`config.mk`:
```
export PLATFORM = sky130hd
export DESIGN_NAME = lms_frontend
export DESIGN_NICKNAME = d
export VERILOG_FILES = /design/src/source/lms_pkg.sv /design/src/source/lms_frontend.sv /design/src/source/tx_iq_interleave.sv /design/src/source/iq_pair_fifo.sv /design/src/source/rx_iq_deinterleave.sv
export SDC_FILE = /design/constraint.sdc
export NUM_CORES = 1
export LEC_CHECK = 0
export BUFFER_PORTS_ARGS = -buffer_cell sky130_fd_sc_hd__clkbuf_2
export CAP_MARGIN = 0
export CORE_MARGIN = 2
export CORE_UTILIZATION = 55
export DETAILED_ROUTE_END_ITERATION = 6
export PLACE_DENSITY_LB_ADDON = 0.2
export SYNTH_ARGS = -nofsm -noshare
export SYNTH_HDL_FRONTEND = slang
export SYNTH_SLANG_ARGS = --single-unit
export TNS_END_PERCENT = 100
```
`constraint.sdc`:
```
create_clock -name dsp_clk -period 9.74 [get_ports dsp_clk]
set_clock_uncertainty 0.2 [all_clocks]
set_input_delay 2.922 -clock dsp_clk [delete_from_list [all_inputs] [get_ports dsp_clk]]
set_output_delay 2.922 -clock dsp_clk [all_outputs]
set_load 0.02 [all_outputs]
```
`src/source/lms_pkg.sv`:
```
package lms_pkg;

   // One I or Q word on the LMS sample bus
   parameter int SAMPLE_W = 12;

   // Transceiver channels on the board
   parameter int NUM_CH = 2;

   parameter int FIFO_DEPTH_DEF = 8;  // Pairs per channel, power of two

   // Raw unsigned converter code
   typedef logic [SAMPLE_W-1:0] sample_t;

   // Level of the IQ select line
   // Low carries I, high carries Q on both RX and TX buses
   typedef enum logic
   {
      IQ_PHASE_I = 1'b0,
      IQ_PHASE_Q = 1'b1
   } iq_phase_e;

endpackage
```
`src/source/lms_frontend.sv`:
```
`timescale 1ns/10ps

module lms_frontend
#(
   parameter int FIFO_DEPTH = lms_pkg::FIFO_DEPTH_DEF
)
(
   input  logic                          dsp_clk,
   input  logic                          rst_i,
   // Receive buses from the LMS ADCs
   input  logic [lms_pkg::NUM_CH-1:0]    rx_iqsel_i,
   input  lms_pkg::sample_t              rx_d_i [lms_pkg::NUM_CH],
   // Transmit buses to the LMS DACs
   output logic [lms_pkg::NUM_CH-1:0]    tx_iqsel_o,
   output lms_pkg::sample_t              tx_d_o [lms_pkg::NUM_CH],
   output logic [lms_pkg::NUM_CH-1:0]    overflow_o
);

   import lms_pkg::*;

   // Each channel is an independent loopback, nothing is shared
   for (genvar ch = 0; ch < NUM_CH; ch++)
   begin : g_ch
      logic    pair_valid;
      sample_t pair_i;
      sample_t pair_q;
      sample_t front_i;
      sample_t front_q;
      logic    empty;
      logic    pop;

      rx_iq_deinterleave u_rx_iq_deinterleave
      (
         .dsp_clk      (dsp_clk),
         .rst_i        (rst_i),
         .rx_iqsel_i   (rx_iqsel_i[ch]),
         .rx_d_i       (rx_d_i[ch]),
         .pair_valid_o (pair_valid),
         .pair_i_o     (pair_i),
         .pair_q_o     (pair_q)
      );

      // Absorbs the gap between RX pair rate and the fixed TX slot rate
      iq_pair_fifo
      #(
         .FIFO_DEPTH (FIFO_DEPTH)
      )
      u_iq_pair_fifo
      (
         .dsp_clk      (dsp_clk),
         .rst_i        (rst_i),
         .pair_valid_i (pair_valid),
         .pair_i_i     (pair_i),
         .pair_q_i     (pair_q),
         .pop_i        (pop),
         .front_i_o    (front_i),
         .front_q_o    (front_q),
         .empty_o      (empty),
         .overflow_o   (overflow_o[ch])
      );

      tx_iq_interleave u_tx_iq_interleave
      (
         .dsp_clk    (dsp_clk),
         .rst_i      (rst_i),
         .front_i_i  (front_i),
         .front_q_i  (front_q),
         .empty_i    (empty),
         .pop_o      (pop),
         .tx_iqsel_o (tx_iqsel_o[ch]),
         .tx_d_o     (tx_d_o[ch])
      );
   end

endmodule

```
`src/source/tx_iq_interleave.sv`:
```
`timescale 1ns/10ps

module tx_iq_interleave
(
   input  logic             dsp_clk,
   input  logic             rst_i,
   input  lms_pkg::sample_t front_i_i,
   input  lms_pkg::sample_t front_q_i,
   input  logic             empty_i,
   output logic             pop_o,
   output logic             tx_iqsel_o,
   output lms_pkg::sample_t tx_d_o
);

   import lms_pkg::*;

   iq_phase_e phase;   // Half of the pair sent at the next edge
   sample_t   q_hold;  // Q of the pair whose I is on the bus

   // Free-running half rate toggle starting on I
   always_ff @(posedge dsp_clk)
   begin
      if (rst_i)
         phase <= IQ_PHASE_I;
      else
         phase <= (phase == IQ_PHASE_I) ? IQ_PHASE_Q : IQ_PHASE_I;
   end

   // Take a pair only at the start of a pair slot
   assign pop_o = (phase == IQ_PHASE_I) && !empty_i;

   always_ff @(posedge dsp_clk)
   begin
      if (phase == IQ_PHASE_I)
      begin
         if (empty_i)
            q_hold <= '0;  // Underrun sends a zero pair
         else
            q_hold <= front_q_i;
      end
   end

   always_ff @(posedge dsp_clk)
   begin
      if (rst_i)
      begin
         tx_iqsel_o <= 1'b0;
         tx_d_o     <= '0;
      end
      else
      begin
         tx_iqsel_o <= (phase == IQ_PHASE_Q);  // Select travels with the data
         case (phase)
            IQ_PHASE_I:
            begin
               if (empty_i)
                  tx_d_o <= '0;
               else
                  tx_d_o <= front_i_i;
            end
            default:
            begin
               tx_d_o <= q_hold;
            end
         endcase
      end
   end

   // A popped pair leaves with select low and its Q follows with select high
   a_pop_in_i_phase: assert property (
      @(posedge dsp_clk) disable iff (rst_i)
      pop_o |=> !tx_iqsel_o ##1 tx_iqsel_o
   );

endmodule

```
`src/source/iq_pair_fifo.sv`:
```
`timescale 1ns/10ps

module iq_pair_fifo
#(
   parameter int FIFO_DEPTH = lms_pkg::FIFO_DEPTH_DEF
)
(
   input  logic             dsp_clk,
   input  logic             rst_i,
   input  logic             pair_valid_i,
   input  lms_pkg::sample_t pair_i_i,
   input  lms_pkg::sample_t pair_q_i,
   input  logic             pop_i,
   output lms_pkg::sample_t front_i_o,
   output lms_pkg::sample_t front_q_o,
   output logic             empty_o,
   output logic             overflow_o
);

   import lms_pkg::*;

   localparam int ADDR_W = $clog2(FIFO_DEPTH);
   localparam logic [ADDR_W:0] FULL_CNT = (ADDR_W+1)'(FIFO_DEPTH);

   sample_t mem_i [FIFO_DEPTH];
   sample_t mem_q [FIFO_DEPTH];

   logic [ADDR_W-1:0] wr_ptr;
   logic [ADDR_W-1:0] rd_ptr;
   logic [ADDR_W:0]   count;  // One extra bit to tell full from empty
   logic              full;
   logic              do_push;
   logic              do_pop;

   assign full    = (count == FULL_CNT);
   assign empty_o = (count == '0);

   // A full FIFO drops the pair even when a pop lands on the same edge
   assign do_push = pair_valid_i && !full;
   assign do_pop  = pop_i && !empty_o;

   // Read-ahead, front pair is visible while not empty
   assign front_i_o = mem_i[rd_ptr];
   assign front_q_o = mem_q[rd_ptr];

   always_ff @(posedge dsp_clk)
   begin
      if (do_push)
      begin
         mem_i[wr_ptr] <= pair_i_i;
         mem_q[wr_ptr] <= pair_q_i;
      end
   end

   always_ff @(posedge dsp_clk)
   begin
      if (rst_i)
      begin
         wr_ptr <= '0;
         rd_ptr <= '0;
         count  <= '0;
      end
      else
      begin
         if (do_push)
            wr_ptr <= wr_ptr + 1'b1;  // Depth is a power of two, wraps by itself
         if (do_pop)
            rd_ptr <= rd_ptr + 1'b1;
         case ({do_push, do_pop})
            2'b10:   count <= count + 1'b1;
            2'b01:   count <= count - 1'b1;
            default: count <= count;  // Idle, or push and pop together
         endcase
      end
   end

   // Sticky until reset
   always_ff @(posedge dsp_clk)
   begin
      if (rst_i)
         overflow_o <= 1'b0;
      else if (pair_valid_i && full)
         overflow_o <= 1'b1;
   end

   // The interleaver must look at empty_o before it pops
   a_no_pop_when_empty: assert property (
      @(posedge dsp_clk) disable iff (rst_i)
      pop_i |-> !empty_o
   );

   a_count_in_range: assert property (
      @(posedge dsp_clk) disable iff (rst_i)
      count <= FULL_CNT
   );

endmodule

```
`src/source/rx_iq_deinterleave.sv`:
```
`timescale 1ns/10ps

module rx_iq_deinterleave
(
   input  logic             dsp_clk,
   input  logic             rst_i,
   input  logic             rx_iqsel_i,
   input  lms_pkg::sample_t rx_d_i,
   output logic             pair_valid_o,
   output lms_pkg::sample_t pair_i_o,
   output lms_pkg::sample_t pair_q_o
);

   import lms_pkg::*;

   iq_phase_e cap_phase;  // Which half the bus carries this cycle

   assign cap_phase = rx_iqsel_i ? IQ_PHASE_Q : IQ_PHASE_I;

   // I is kept until the next I word arrives, so repeated Q words
   // all pair with the most recent I. Reset value 0 covers a Q
   // that shows up before any I.
   always_ff @(posedge dsp_clk)
   begin
      if (rst_i)
      begin
         pair_i_o <= '0;
      end
      else if (cap_phase == IQ_PHASE_I)
      begin
         pair_i_o <= rx_d_i;
      end
   end

   // Q word completes a pair
   always_ff @(posedge dsp_clk)
   begin
      if (rst_i)
      begin
         pair_valid_o <= 1'b0;
      end
      else
      begin
         case (cap_phase)
            IQ_PHASE_Q: pair_valid_o <= 1'b1;
            default:    pair_valid_o <= 1'b0;
         endcase
      end
   end

   // Q data only, qualified by pair_valid_o
   always_ff @(posedge dsp_clk)
   begin
      if (cap_phase == IQ_PHASE_Q)
      begin
         pair_q_o <= rx_d_i;
      end
   end

endmodule

```
# After elaboration in Yosys (flattened, before gate mapping)
# Memory sizes are Yosys's and may differ from the RTL's. A register that Yosys moved wholly into a read port is not among the register bits.
# Cells that the tools add are included.
[op_classes]
addsub = 8
eq_ne = 6
muxes = 20
n_bitwise = 2
n_reduce_logical = 18
[op_table]
columns = ["cell", "n"]
rows = [
  ["two-way mux 12 bit", 4],
  ["case mux 4 bit (2 select lines)", 2],
  ["adder 3 x 1 -> 3 bit, second input constant", 4],
  ["two-way mux 3 bit", 4],
  ["two-way mux 1 bit", 10],
  ["adder 4 x 1 -> 4 bit, second input constant", 2],
  ["equality test 4 bit, second input constant", 2],
  ["logical AND 1 bit", 8],
  ["logical NOT 4 bit", 2],
  ["subtractor 4 x 1 -> 4 bit, second input constant", 2],
  ["logical NOT 1 bit", 6],
  ["equality test 2 x 1 -> 1 bit, second input constant", 2],
  ["equality test 2 bit, second input constant", 2],
  ["nonzero test 2 bit", 2],
  ["NOT 1 bit", 2],
]
[totals]
ff_bits = 100
ram_bits = 384
inputBits = 28
output_inout_bits = 28
wordCells = 78
mem_count = 4
[mem_list]
columns = ["memory", "words", "word_bits", "read_ports", "rd_ports_with_merged_regs", "write_ports", "line_no", "rtl"]
rows = [
  ["g_ch[0].u_iq_pair_fifo.mem_i", 8, 12, 1, 1, 1, "iq_pair_fifo.sv:25", "sample_t mem_i [FIFO_DEPTH];"],
  ["g_ch[0].u_iq_pair_fifo.mem_q", 8, 12, 1, 1, 1, "iq_pair_fifo.sv:26", "sample_t mem_q [FIFO_DEPTH];"],
  ["g_ch[1].u_iq_pair_fifo.mem_i", 8, 12, 1, 1, 1, "iq_pair_fifo.sv:25", ""],
  ["g_ch[1].u_iq_pair_fifo.mem_q", 8, 12, 1, 1, 1, "iq_pair_fifo.sv:26", ""],
]

# Depth between registers and ports, before layout
[logic_depth]
word_depth = 6
depth_mapped = 11
mapped_depth_nobuf = 9

# Cells and area by module
# Synthesis repeated with hierarchy kept, for this count alone.
[hier_totals]
cells_unflattened = 983
hier_area_um2 = 19576.3
[modules_own_cells]
columns = ["module", "instances", "cells_each", "area_each_um2", "seq_area_each_um2"]
rows = [
  ["iq_pair_fifo at g_ch[0].u_iq_pair_fifo", 1, 355, 7933.9, 6045.8],
  ["iq_pair_fifo at g_ch[1].u_iq_pair_fifo", 1, 356, 7933.9, 6045.8],
  ["tx_iq_interleave", 2, 83, 1026.0, 640.6],
  ["rx_iq_deinterleave", 2, 53, 828.3, 620.6],
]

# Worst setup path before layout
# OpenSTA, ideal clock, no wires.
[synth_path]
kind = "input port to flip-flop"
from = "input port rx_iqsel_i[0] (netlist name)"
to = "register g_ch[0].u_rx_iq_deinterleave.pair_i_o[0]"
setup_time_ns = 0.128
t_arrival_ns = 3.624
t_required_ns = 9.412
slack_ns = 5.789
stages = 4
n_path_buf = 2
path_cell_list = "clkbuf_1 > buf_2 > mux2i_1 > nor2_1"
[synth_via]
elab_chain_cells = 1
[synth_rtl]
columns = ["element", "line_no", "rtl"]
rows = [
  ["from (decl)", "lms_frontend.sv:11", "input logic [lms_pkg::NUM_CH-1:0] rx_iqsel_i,"],
  ["two-way mux 1 bit", "rx_iq_deinterleave.sv:18", "assign cap_phase = rx_iqsel_i ? IQ_PHASE_Q : IQ_PHASE_I;"],
  ["to (signal assigned)", "rx_iq_deinterleave.sv:31", "pair_i_o <= rx_d_i;"],
  ["to (decl)", "rx_iq_deinterleave.sv:10", "output lms_pkg::sample_t pair_i_o,"],
]
# Every way passes these cells.
# A chain may end at the register's enable or synchronous reset.

# Worst setup path after layout
[layout_path]
from = "register g_ch[0].u_tx_iq_interleave.tx_d_o[11]"
to = "output port tx_d_o[23] (netlist name)"
[layout_lines]
columns = ["element", "line_no", "rtl"]
rows = [
  ["from (decl)", "tx_iq_interleave.sv:12", "output lms_pkg::sample_t tx_d_o"],
  ["from (signal assigned)", "tx_iq_interleave.sv:59", "tx_d_o <= front_i_i;"],
  ["from (signal assigned)", "tx_iq_interleave.sv:63", "tx_d_o <= q_hold;"],
  ["to (decl)", "lms_frontend.sv:15", "output lms_pkg::sample_t tx_d_o [lms_pkg::NUM_CH],"],
]
# No word-level cell between the ends.

==> impl_results.md <==
- Pwr/cell area: 254.0 mW/mm^2
- Layout Nets: 1139
- Max_cap viols: 0
- Worst-path fanout max: 1
- Synth top area cells: edfxtp_1 (68%), dfxtp_1 (8.6%), mux2i_1 (7.6%)
- Setup Viol. Count Final: 0
- Avg Cell Area, Syn: 18.62 sq um
- # rows: 68
- CTS tree: done
- TritonRoute pass-1 iters: 5
- Post-synth ARST share: 0%
- Commonest cells in the netlist: edfxtp_1 (432), mux2i_1 (146), nor2_1 (86), dfxtp_1 (82)
- Placer Congestion: just over 0.7
- Initial Util: 55.66%
- CTS max path bufs: 3
- Syn nets: between 1000 and 1500
- Worst hold path class: reg -> reg
- Worst-path clk slew: 0.06 ns
- Root buf cell: clkbuf_16
- Skew-Pair Late Insertion Delay: 0.56 ns
- Total CTS buffers: 50
- Yosys cell types: approximately 40
- Overflow after GRT: 0
- Routed len/inst: ~23 um
- Critical Path RT: 6.62 ns
- Leak: 0.007207 uW
- Slew headroom: 20.44%
- Core footprint: 0.03446 sq mm
- CP Capture Type: output port
- Largest net degree at the start of global routing: a little under 60
- Initial antenna violation count: 0
- Layout cells sized above 1: about a fifth
- Status: completed
- Synth top area share: between 60% and 70%
- Port bufs: 55
- GRT Resource Usage Total: about a fifth
- CP bufs+invs: 1
- Slowest stage cell, crit path: dfxtp_1
- Startpoint types: flip-flop
- 1st-iter DRT viols: just over 800
- Die outline width: about 190 um
- Fin. max-slew vios: 0
- CP peak stage delay: between 0.3 and 0.4 ns
- Vias per cell: 5.871
- Fin crit share: between 40% and 50%
- Cts repair resizes: 0
- Kind of critical path: reg -> out
- Antenna Diode Count: 0
- Final hold violation count: 0
- Routed Wire Length: 37150 um
- Sink Count: just over 500
- Post-synth top flop: edfxtp_1
- Critical path's top delay family: flip-flops
- Die area: about 0.036 sq mm
- Yosys top cell by area: edfxtp_1
- Worst vdd ir: 0.1533 mV
- First-pass GRT wire length: about 57000 um
- # DRC: 0
- Cell Chain, Critical Path: clkbuf_2
- Chip Height: 190.7 um
- Mapped Area: ~0.019 sq mm
- Yosys reg bits: just over 500
- Worst Max-Slew Pin Slew: approximately 1.2 ns
- Setup_tns: 0 ns
- Synth warnings: 0
- Antenna Nets Post-Route: 0
- H-tree Lvls: 2
- DR vias: 9376
- Most frequent cell after synthesis: edfxtp_1
- I/O Pins: 56
- Minimum clock period: ~4.3 ns
- HPWL after DPL: ~20000 um
- Number of global-route vias before repair: 9222
- FMAX: about 0.23 GHz
- Synth Instances: 1030
- Post-CTS Setup Inserts: 0
- EDFF count, synth: between 400 and 500
- Hold_buf cts: 0
- RSZ-0062 raised after global routing: false
- Critical Path AT: 1.15 ns
- Design Power: 5491 uW
- Sequential fraction of the synthesis area: about 76%
- Area Growth Syn to Fin: 12.68%
[cells by family (layout without fill, tap and decap cells)]
kind of cell             count (synthesis)  in the layout  share of synthesized area [%]
flip-flops                             514            514                          76.19
multiplexers                           196            196                          13.37
AND/OR/NAND/NOR                        141            141                          3.699
AO/OA/AOI/OAI                           91             91                          3.673
buffers and inverters                   65            177                          1.781
XOR/XNOR                                13             13                         0.6328
adder cells (fa/ha/maj)                 10             10                         0.6523
[state kept, by name (all words and copies together) (netlist names), named ones only]
name,flops
g_ch.u_iq_pair_fifo.count,8
g_ch.u_iq_pair_fifo.mem_i,192
g_ch.u_iq_pair_fifo.mem_q,192
g_ch.u_iq_pair_fifo.overflow_o,2
g_ch.u_iq_pair_fifo.rd_ptr,6
g_ch.u_iq_pair_fifo.wr_ptr,6
g_ch.u_rx_iq_deinterleave.pair_i_o,24
g_ch.u_rx_iq_deinterleave.pair_q_o,24
g_ch.u_rx_iq_deinterleave.pair_valid_o,2
g_ch.u_tx_iq_interleave.phase,2
g_ch.u_tx_iq_interleave.q_hold,24
g_ch.u_tx_iq_interleave.tx_d_o,24
g_ch.u_tx_iq_interleave.tx_iqsel_o,2
[cell usage in the layout (no fill, tap or decap), types with 4 or more instances in the layout]
cell / instances
dfxtp_1: 78
nor2_2: 9
inv_1: 4
dfxtp_2: 4
clkinv_2: 7
a32o_1: 24
o21ai_0: 8
nand2b_1: 4
nand2_1: 8
clkbuf_2: 55
clkbuf_1: 15
nor3_2: 6
xnor2_1: 4
mux2i_1: 146
nor2b_1: 10
nand3_1: 5
buf_4: 25
a22oi_1: 48
clkinv_1: 4
edfxtp_1: 432
nor2_1: 77
clkbuf_16: 53
clkbuf_8: 5
xor2_1: 8
a21oi_1: 8
bufinv_16: 4
mux4_2: 48
ha_1: 10
[stage by stage]
step	area [sq um]	hold WS [ns]	instances	util, %	setup slack [ns]
floorplan	19180	0.2351	1030	-	5.789
global placement	19950	0.2410	1504	57.90	5.029
detailed placement	19950	0.2458	1504	57.90	4.891
CTS	21610	0.2691	1597	62.72	5.426
global route	21610	0.2816	1597	62.72	5.426
finish	21610	0.2704	1597	62.72	5.469
[per-layer routing]
metal  vias to the layer above  track usage (%)  routed length [um]
met5                         -                0                   0
met4                         0            5.635                 562
met3                        46            3.128                2269
met2                       271            30.13               16570
met1                      4855            34.27               17740
li1                       4204                -                   -
[power by group]
part | switching (uW) | total, uW | internal, uW
Sequential | 152 | 2730 | 2580
Combinational | 475 | 846 | 371
Clock | 773 | 1910 | 1140
Total | 1400 | 5490 | 4090
[final timing paths]
kind | start | end | slack (ns) | depth (start not counted)
max reg2reg | g_ch[1].u_iq_pair_fifo.count[0]$_SDFFE_PP0P_ | g_ch[1].u_iq_pair_fifo.count[3]$_SDFFE_PP0P_ | 6.59 | 7
min reg2reg | g_ch[1].u_tx_iq_interleave.q_hold[1]$_SDFFCE_PP0N_ | g_ch[1].u_tx_iq_interleave.tx_d_o[1]$_SDFF_PP0_ | 0.27 | 1
min | g_ch[1].u_tx_iq_interleave.q_hold[1]$_SDFFCE_PP0N_ | g_ch[1].u_tx_iq_interleave.tx_d_o[1]$_SDFF_PP0_ | 0.27 | 1
max | g_ch[0].u_tx_iq_interleave.tx_d_o[11]$_SDFF_PP0_ | tx_d_o[23] | 5.47 | 1
[cell type report]
cell class	count	area (sq um)
repair buffers	80	462.9
clock inverters	20	211.5
fillers	2440	12840
well taps	455	569.3
clock buffers	73	1451
inverters	4	15.01
multi-input cells	451	4284
flip-flops and latches	514	14620
Power figures use the tool's default switching activity.
